$ cat src/source/cpu_defs.svh
`ifndef CPU_DEFS_SVH
`define CPU_DEFS_SVH

`define CPU_WORD_WIDTH       32
`define CPU_REG_COUNT        8
`define CPU_REG_INDEX_WIDTH  3
`define CPU_OPCODE_WIDTH     4
`define CPU_RESET_PC         32'h0000_0000

// opcodes in the top four bits of the instruction word.
`define CPU_OP_ADD    4'h0
`define CPU_OP_SUB    4'h1
`define CPU_OP_AND    4'h2
`define CPU_OP_OR     4'h3
`define CPU_OP_XOR    4'h4
`define CPU_OP_ADDI   4'h5
`define CPU_OP_LUI    4'h6
`define CPU_OP_LOAD   4'h7
`define CPU_OP_STORE  4'h8
`define CPU_OP_BZ     4'h9
`define CPU_OP_BNZ    4'ha
`define CPU_OP_HALT   4'hf

`endif

$ cat src/source/cpu_pkg.sv
`include "cpu_defs.svh"

package cpu_pkg;

    // register-register view.
    typedef struct packed {
        logic [`CPU_OPCODE_WIDTH-1:0]    opcode;
        logic [`CPU_REG_INDEX_WIDTH-1:0] rd;
        logic [`CPU_REG_INDEX_WIDTH-1:0] ra;
        logic [`CPU_REG_INDEX_WIDTH-1:0] rb;
        logic [18:0]                     unused;
    } r_form_t;

    // immediate view used by addi, lui, loads, stores and branches.
    typedef struct packed {
        logic [`CPU_OPCODE_WIDTH-1:0]    opcode;
        logic [`CPU_REG_INDEX_WIDTH-1:0] rd;
        logic [`CPU_REG_INDEX_WIDTH-1:0] ra;
        logic [5:0]                      spare;
        logic [15:0]                     imm;
    } i_form_t;

    typedef union packed {
        r_form_t r;
        i_form_t i;
    } instr_word_t;

    // everything the bus master drives.
    typedef struct packed {
        logic                       cyc;
        logic                       stb;
        logic                       we;
        logic [`CPU_WORD_WIDTH-1:0] adr;
        logic [`CPU_WORD_WIDTH-1:0] dat;
    } wb_request_t;

    typedef struct packed {
        logic                       ack;
        logic [`CPU_WORD_WIDTH-1:0] dat;
    } wb_response_t;

    typedef enum logic [2:0] {
        ALU_ADD,
        ALU_SUB,
        ALU_AND,
        ALU_OR,
        ALU_XOR,
        ALU_PASS_B
    } alu_op_t;

    typedef enum logic [1:0] {
        STATE_FETCH,
        STATE_EXECUTE,
        STATE_MEMORY,
        STATE_HALTED
    } control_state_t;

endpackage

$ cat src/source/alu.sv
`timescale 1ns/10ps
`include "cpu_defs.svh"

module alu
    import cpu_pkg::*;
(
    input  alu_op_t                    op,
    input  logic [`CPU_WORD_WIDTH-1:0] operand_a,
    input  logic [`CPU_WORD_WIDTH-1:0] operand_b,
    output logic [`CPU_WORD_WIDTH-1:0] result,
    output logic                       zero
);

    always_comb
    begin
        case (op)
            ALU_ADD:
            begin
                result = operand_a + operand_b;   // wraps at 32 bits.
            end
            ALU_SUB:
            begin
                result = operand_a - operand_b;
            end
            ALU_AND:
            begin
                result = operand_a & operand_b;
            end
            ALU_OR:
            begin
                result = operand_a | operand_b;
            end
            ALU_XOR:
            begin
                result = operand_a ^ operand_b;
            end
            ALU_PASS_B:
            begin
                result = operand_b;   // lui and load data.
            end
            default:
            begin
                result = operand_b;
            end
        endcase
    end

    // becomes the destination flag.
    assign zero = (result == '0);

endmodule

$ cat src/source/register_file.sv
`timescale 1ns/10ps
`include "cpu_defs.svh"

module register_file (
    input  logic                           clock,
    input  logic                           reset,
    input  logic [`CPU_REG_INDEX_WIDTH-1:0] read_index_a,
    input  logic [`CPU_REG_INDEX_WIDTH-1:0] read_index_b,
    output logic [`CPU_WORD_WIDTH-1:0]      read_data_a,
    output logic [`CPU_WORD_WIDTH-1:0]      read_data_b,
    output logic                           flag_a,
    input  logic                           write_enable,
    input  logic [`CPU_REG_INDEX_WIDTH-1:0] write_index,
    input  logic [`CPU_WORD_WIDTH-1:0]      write_data,
    input  logic                           write_flag
);

    logic [`CPU_WORD_WIDTH-1:0] registers [`CPU_REG_COUNT];
    logic [`CPU_REG_COUNT-1:0]  flags;   // one zero flag per register.

    always_ff @(posedge clock)
    begin
        if (reset)
        begin
            for (int i = 0; i < `CPU_REG_COUNT; i++)
            begin
                registers[i] <= '0;
            end
            flags <= '0;
        end
        else if (write_enable)
        begin
            registers[write_index] <= write_data;
            flags[write_index]     <= write_flag;   // flag follows every write.
        end
    end

    // asynchronous reads.
    assign read_data_a = registers[read_index_a];
    assign read_data_b = registers[read_index_b];
    assign flag_a      = flags[read_index_a];

endmodule

$ cat src/source/cpu_control.sv
`timescale 1ns/10ps
`include "cpu_defs.svh"

module cpu_control
    import cpu_pkg::*;
(
    input  logic                            clock,
    input  logic                            reset,
    input  wb_response_t                    wb_response,
    output wb_request_t                     wb_request,
    output logic                            halted,
    output logic [`CPU_REG_INDEX_WIDTH-1:0] read_index_a,
    output logic [`CPU_REG_INDEX_WIDTH-1:0] read_index_b,
    input  logic [`CPU_WORD_WIDTH-1:0]      read_data_a,
    input  logic [`CPU_WORD_WIDTH-1:0]      read_data_b,
    input  logic                            flag_a,
    output alu_op_t                         alu_op,
    output logic [`CPU_WORD_WIDTH-1:0]      alu_operand_a,
    output logic [`CPU_WORD_WIDTH-1:0]      alu_operand_b,
    input  logic [`CPU_WORD_WIDTH-1:0]      alu_result,
    output logic                            write_enable,
    output logic [`CPU_REG_INDEX_WIDTH-1:0] write_index,
    output logic [`CPU_WORD_WIDTH-1:0]      write_data
);

    control_state_t                  state;
    logic [`CPU_WORD_WIDTH-1:0]      pc;
    instr_word_t                     instr;
    logic [`CPU_OPCODE_WIDTH-1:0]    opcode;
    logic [`CPU_WORD_WIDTH-1:0]      imm_sext;
    logic [`CPU_WORD_WIDTH-1:0]      pc_next;
    logic [`CPU_WORD_WIDTH-1:0]      branch_target;

    assign opcode        = instr.r.opcode;
    assign imm_sext      = {{16{instr.i.imm[15]}}, instr.i.imm};
    assign pc_next       = pc + 32'd4;
    assign branch_target = pc_next + {imm_sext[`CPU_WORD_WIDTH-3:0], 2'b00};

    // a store reads its data register through port b.
    assign read_index_a  = instr.r.ra;
    assign read_index_b  = (opcode == `CPU_OP_STORE) ? instr.i.rd : instr.r.rb;
    assign alu_operand_a = read_data_a;
    assign write_index   = instr.i.rd;
    assign write_data    = alu_result;
    assign halted        = (state == STATE_HALTED);

    always_comb
    begin
        alu_op        = ALU_PASS_B;
        alu_operand_b = read_data_b;
        write_enable  = 1'b0;
        if (state == STATE_EXECUTE)
        begin
            case (opcode)
                `CPU_OP_ADD:
                begin
                    alu_op       = ALU_ADD;
                    write_enable = 1'b1;
                end
                `CPU_OP_SUB:
                begin
                    alu_op       = ALU_SUB;
                    write_enable = 1'b1;
                end
                `CPU_OP_AND:
                begin
                    alu_op       = ALU_AND;
                    write_enable = 1'b1;
                end
                `CPU_OP_OR:
                begin
                    alu_op       = ALU_OR;
                    write_enable = 1'b1;
                end
                `CPU_OP_XOR:
                begin
                    alu_op       = ALU_XOR;
                    write_enable = 1'b1;
                end
                `CPU_OP_ADDI:
                begin
                    alu_op        = ALU_ADD;
                    alu_operand_b = imm_sext;
                    write_enable  = 1'b1;
                end
                `CPU_OP_LUI:
                begin
                    alu_operand_b = {instr.i.imm, 16'h0000};
                    write_enable  = 1'b1;
                end
                `CPU_OP_LOAD, `CPU_OP_STORE:
                begin
                    alu_op        = ALU_ADD;   // effective address.
                    alu_operand_b = imm_sext;
                end
                default:
                begin
                    alu_op = ALU_PASS_B;
                end
            endcase
        end
        else if (state == STATE_MEMORY)
        begin
            // load data runs through the alu so its zero flag is written too.
            alu_operand_b = wb_response.dat;
            write_enable  = wb_request.cyc & wb_response.ack & ~wb_request.we;
        end
    end

    always_ff @(posedge clock)
    begin
        if (reset)
        begin
            state          <= STATE_FETCH;
            pc             <= `CPU_RESET_PC;
            wb_request.cyc <= 1'b0;
            wb_request.stb <= 1'b0;
            wb_request.we  <= 1'b0;
        end
        else
        begin
            case (state)
                STATE_FETCH:
                begin
                    if (!wb_request.cyc)
                    begin
                        wb_request.cyc <= 1'b1;
                        wb_request.stb <= 1'b1;
                        wb_request.we  <= 1'b0;
                        wb_request.adr <= pc;
                    end
                    else if (wb_response.ack)
                    begin
                        instr          <= wb_response.dat;
                        wb_request.cyc <= 1'b0;
                        wb_request.stb <= 1'b0;
                        state          <= STATE_EXECUTE;
                    end
                end
                STATE_EXECUTE:
                begin
                    case (opcode)
                        `CPU_OP_LOAD, `CPU_OP_STORE:
                        begin
                            wb_request.cyc <= 1'b1;
                            wb_request.stb <= 1'b1;
                            wb_request.we  <= (opcode == `CPU_OP_STORE);
                            wb_request.adr <= alu_result;
                            wb_request.dat <= read_data_b;
                            pc             <= pc_next;
                            state          <= STATE_MEMORY;
                        end
                        `CPU_OP_BZ:
                        begin
                            pc    <= flag_a ? branch_target : pc_next;
                            state <= STATE_FETCH;
                        end
                        `CPU_OP_BNZ:
                        begin
                            pc    <= flag_a ? pc_next : branch_target;
                            state <= STATE_FETCH;
                        end
                        `CPU_OP_HALT:
                        begin
                            state <= STATE_HALTED;   // pc stays on the halt.
                        end
                        default:
                        begin
                            pc    <= pc_next;
                            state <= STATE_FETCH;
                        end
                    endcase
                end
                STATE_MEMORY:
                begin
                    if (wb_response.ack)
                    begin
                        wb_request.cyc <= 1'b0;
                        wb_request.stb <= 1'b0;
                        wb_request.we  <= 1'b0;
                        state          <= STATE_FETCH;
                    end
                end
                default:
                begin
                    state <= STATE_HALTED;   // only reset leaves.
                end
            endcase
        end
    end

endmodule

$ cat src/source/cpu_core.sv
`timescale 1ns/10ps
`include "cpu_defs.svh"

module cpu_core
    import cpu_pkg::*;
(
    input  logic         clock,
    input  logic         reset,
    input  wb_response_t wb_response,
    output wb_request_t  wb_request,
    output logic         halted
);

    logic [`CPU_REG_INDEX_WIDTH-1:0] read_index_a;
    logic [`CPU_REG_INDEX_WIDTH-1:0] read_index_b;
    logic [`CPU_REG_INDEX_WIDTH-1:0] write_index;
    logic [`CPU_WORD_WIDTH-1:0]      read_data_a;
    logic [`CPU_WORD_WIDTH-1:0]      read_data_b;
    logic [`CPU_WORD_WIDTH-1:0]      alu_operand_a;
    logic [`CPU_WORD_WIDTH-1:0]      alu_operand_b;
    logic [`CPU_WORD_WIDTH-1:0]      alu_result;
    logic [`CPU_WORD_WIDTH-1:0]      write_data;
    logic                            flag_a;
    logic                            alu_zero;
    logic                            write_enable;
    alu_op_t                         alu_op;

    cpu_control control (
        .clock         (clock),
        .reset         (reset),
        .wb_response   (wb_response),
        .wb_request    (wb_request),
        .halted        (halted),
        .read_index_a  (read_index_a),
        .read_index_b  (read_index_b),
        .read_data_a   (read_data_a),
        .read_data_b   (read_data_b),
        .flag_a        (flag_a),
        .alu_op        (alu_op),
        .alu_operand_a (alu_operand_a),
        .alu_operand_b (alu_operand_b),
        .alu_result    (alu_result),
        .write_enable  (write_enable),
        .write_index   (write_index),
        .write_data    (write_data)
    );

    register_file registers (
        .clock        (clock),
        .reset        (reset),
        .read_index_a (read_index_a),
        .read_index_b (read_index_b),
        .read_data_a  (read_data_a),
        .read_data_b  (read_data_b),
        .flag_a       (flag_a),
        .write_enable (write_enable),
        .write_index  (write_index),
        .write_data   (write_data),
        .write_flag   (alu_zero)   // zero of the written value.
    );

    alu arith (
        .op        (alu_op),
        .operand_a (alu_operand_a),
        .operand_b (alu_operand_b),
        .result    (alu_result),
        .zero      (alu_zero)
    );

endmodule

$ cat config.mk
export PLATFORM = sky130hd
export DESIGN_NAME = cpu_core
export DESIGN_NICKNAME = d
export VERILOG_FILES = /design/src/source/cpu_pkg.sv /design/src/source/alu.sv /design/src/source/register_file.sv /design/src/source/cpu_control.sv /design/src/source/cpu_core.sv
export VERILOG_INCLUDE_DIRS = /design/src /design/src/source
export SDC_FILE = /design/constraint.sdc
export NUM_CORES = 1
export LEC_CHECK = 0
export BUFFER_PORTS_ARGS = -buffer_cell sky130_fd_sc_hd__buf_2
export CAP_MARGIN = 10
export CORE_ASPECT_RATIO = 0.6
export CORE_MARGIN = 2
export CORE_UTILIZATION = 50
export DETAILED_ROUTE_END_ITERATION = 10
export GPL_TIMING_DRIVEN = 0
export PLACE_DENSITY_LB_ADDON = 0.15
export SLEW_MARGIN = 20
export SYNTH_ARGS = -nofsm -noshare
export SYNTH_HDL_FRONTEND = slang
export SYNTH_SLANG_ARGS = --single-unit
$ cat constraint.sdc
create_clock -name clock -period 12 [get_ports clock]
set_input_delay 1.8 -clock clock [delete_from_list [all_inputs] [get_ports clock]]
set_output_delay 1.8 -clock clock [all_outputs]
set_load 0.02 [all_outputs]
==> results by group <==
Logic synthesis
  – XOR/XNOR Fraction of Synth Area: 2.96%
  – Main combinational cell family by area after synthesis: compound AO/OA/AOI/OAI gates
  – Adder-Cell Fraction of Synth Area: 6.12%
  – Post-synthesis mux area share: approximately a tenth
  – Avg Inst Size Synth: between 9 and 10 um^2
  – EDFF count, synth: around 350
  – Asr flop ratio synth: 0%
  – Syn Inst Count: approximately 2800
  – FF+latch count, synth: ~400
  – Compound-Gate Fraction of Synth Area: between 15 and 20%
  – Synth unique cells: approximately 110
  – Post-synthesis simple-gate area fraction: 14.7%
  – Count leader, synth: nor2_1
  – Area leader, netlist: edfxtp_1
  – Synth top area cells: edfxtp_1, ha_1, nor2_1
  – Synthesized area: 27400 um^2
  – Yosys top cell area share: 38.2%
  – Commonest cells in the netlist: nor2_1, edfxtp_1, nand2_1
  – Syn Nets: approximately 2900
  – Top FF cell, synth: edfxtp_1
  – Synth warn: 0
  – Post-synthesis sequential area ratio: 41.6%

Worst setup path
  – Slowest stage cell on the critical path: a31oi_2
  – Crit path kind: flop to flop
  – Worst EP required: between 10 and 15 ns
  – CP peak stage delay: between 0.7 and 0.8 ns
  – Critical Path Fanout Max: 10
  – Critical path arrival: ~11 ns
  – Startpoint type of the worst setup path: flop
  – CP endpoint kind: flop

Power
  – Leak: 11.8 nW
  – P per Cell Area: roughly 210 nW/um^2
  – Maximum VDD drop: 127 uV
  – Total power: between 0.006 and 0.007 W

Placement
  – Dpl hpwl: about 92000 um
  – DP Area: 29200 um^2
  – GPL Wtd Cong: 1.06
  – Placed insts: 3609
  – Buffers on Ports: 102

Clocking
  – CTS Root Cell: clkbuf_16
  – Worst-path clk slew: ~0.060 ns
  – Worst skew pair latency: 0.63 ns
  – Clock Tree Buf Depth: 3
  – H-tree depth: 2
  – CTS Buf Count: 42
  – Setup Buffers After CTS: 0
  – CTS Sinks: just under 400
  – CTS tree: built
  – Post_cts resized: 0
  – Hold buffer count at CTS: 0

STA
  – Final Hold Fails: 0
  – Setup tns final: 0 ns
  – Slew HR: between 10% and 20%
  – Final number of setup-violating endpoints: 0
  – RSZ-0062 raised after global routing: false
  – Max-slew violations: 0
  – Clock skew: roughly 0.040 ns
  – F_max: a little under 100 MHz
  – Tcrit/Tclk final: a little under nine tenths
  – Final Critical Period: approximately 10 ns
  – Worst Max-Slew Pin Slew: ~1.3 ns
  – Hold slack final: approximately 0.5 ns

Floorplanning
  – Boundary pin count: 103
  – Area of the core: between 50000 and 60000 um^2
  – Die X: 306 um
  – Initial core utilization: approximately half
  – Die area: roughly 57000 um^2
  – Die Span Y: 185 um
  – Rows: 66

Run status
  – Status: complete, no violations

Layout
  – Layout filler cell count: ~4800
  – N_diodes: 0
  – Final nets: roughly 3100
  – Final Cell Area: 30600 um^2
  – Fin cells: 3686
  – Area Growth Syn to Fin: 11.5%
  – Share of layout cells above drive strength 1: between 10% and 20%

GRT
  – Vias in the first global route: approximately 23000
  – Largest net degree at the start of global routing: 33
  – First-pass GRT wire length: 169000 um
  – Global route overflow: 0
  – Initial antenna violation count: 6
  – GRT Total Usage: a little over two fifths

Detailed routing
  – Drt drc: 0
  – Drt pass-1 iters: 8
  – Post-Route WL: approximately 120000 um
  – DR WL/cell: approximately 33 um
  – Antenna-violating nets left: 0
  – Via/cell ratio: 6.96
  – Initial DRC Count: around 4700
  – Via count of the routed design: ~26000

Run
  – Number of max-cap violations: 0

Hold path
  – Min-Delay Path Class: flop to flop
-- critical path, delay by kind of cell, from the launching register on --
kind / cells / cell delay [ns]
AO/OA/AOI/OAI: 11 / 4.18
AND/OR/NAND/NOR: 10 / 3.19
buffers and inverters: 6 / 1.91
adder cells (fa/ha/maj): 1 / 0.45
flip-flops: 1 / 0.34
XOR/XNOR: 1 / 0.11
-- cell usage in the layout (no fill, tap or decap), types with 16 or more instances in the layout --
cell type,netlist,routed
o21a_1,17,17
xnor2_1,74,74
a31oi_1,24,21
buf_2,29,135
a21oi_1,133,132
o221ai_1,56,54
nand2_1,245,245
ha_1,131,131
nand3_1,46,46
o22ai_1,20,20
inv_1,189,180
and3_1,21,21
a22oi_1,18,17
xor2_1,16,16
buf_6,9,16
dfxtp_1,46,46
o2bb2ai_1,19,19
a21o_1,29,29
o2111ai_1,38,38
mux2i_1,97,94
edfxtp_1,349,349
a32o_1,25,25
o211ai_1,29,29
o21ai_0,85,85
o31ai_1,19,19
nor3_1,32,32
mux4_2,67,67
a211oi_1,25,24
nand4_1,29,29
clkbuf_1,128,137
clkbuf_16,0,43
nor2_1,407,404
-- final cells by class --
type / count / area (um^2) / area share, %
plain buffers: 198 / 946 / 3.09
clock buffers: 55 / 1130 / 3.70
clock inverters: 22 / 215 / 0.704
inverters: 191 / 717 / 2.35
multi-input cells: 1993 / 14500 / 47.4
flip-flops and latches: 395 / 11400 / 37.3
well taps: 714 / 893 / 2.92
repair buffers: 118 / 785 / 2.57
-- state kept, by name, indices dropped and copies added, names as in the netlist, named ones only --
name / cells
control.pc: 30
control.state: 2
registers.flags: 8
control.wb_request: 67
registers.registers: 256
control.instr: 29
-- worst paths after layout --
path / start / endpoint / slack [ns] / depth (start not counted)
max: control.instr[20] / registers.flags[5] / 1.75 / 29
min: control.pc[31] / control.pc[31] / 0.49 / 1
min reg2reg: control.pc[31] / control.pc[31] / 0.49 / 1
max reg2reg: control.instr[20] / registers.flags[5] / 1.75 / 29
-- metrics by stage --
stage                     setup slack, ns  utilization, %
after floorplan                      5.51               -
after global routing                 1.67            56.4
after global placement               2.21            53.2
after CTS                            2.46            56.4
final                                1.75            56.4
after detailed placement             2.52            53.9
-- cells by family (layout without fill, tap and decap cells) --
logic type,count (synthesis),count (layout)
AOI/OAI and AO/OA,704,704
xor gates and xnor gates,91,91
adders and majority gates,133,133
muxes,173,173
DFF,395,395
buffers and inverters,389,584
and+or+nand+nor,892,892
-- power by group --
group	leakage [nW]	internal (W)	total (W)	switching [W]
combinational	7.26	0.00100	0.00334	0.00234
clock	0.662	0.000719	0.00134	0.000618
sequential	3.88	0.00165	0.00174	0.0000889
-- layer usage --
layer / part of all wire, % / routed length, um / track usage (%) / vias up
met1: 40 / 48300 / 59.5 / 12500
met5: 0.19 / 231 / 0 / -
li1: - / - / - / 10700
met4: 3.9 / 4800 / 15.2 / 8
met3: 18 / 21700 / 18.4 / 319
met2: 38 / 46500 / 55.9 / 2111
Note: power is estimated with default switching activity, not from simulation.
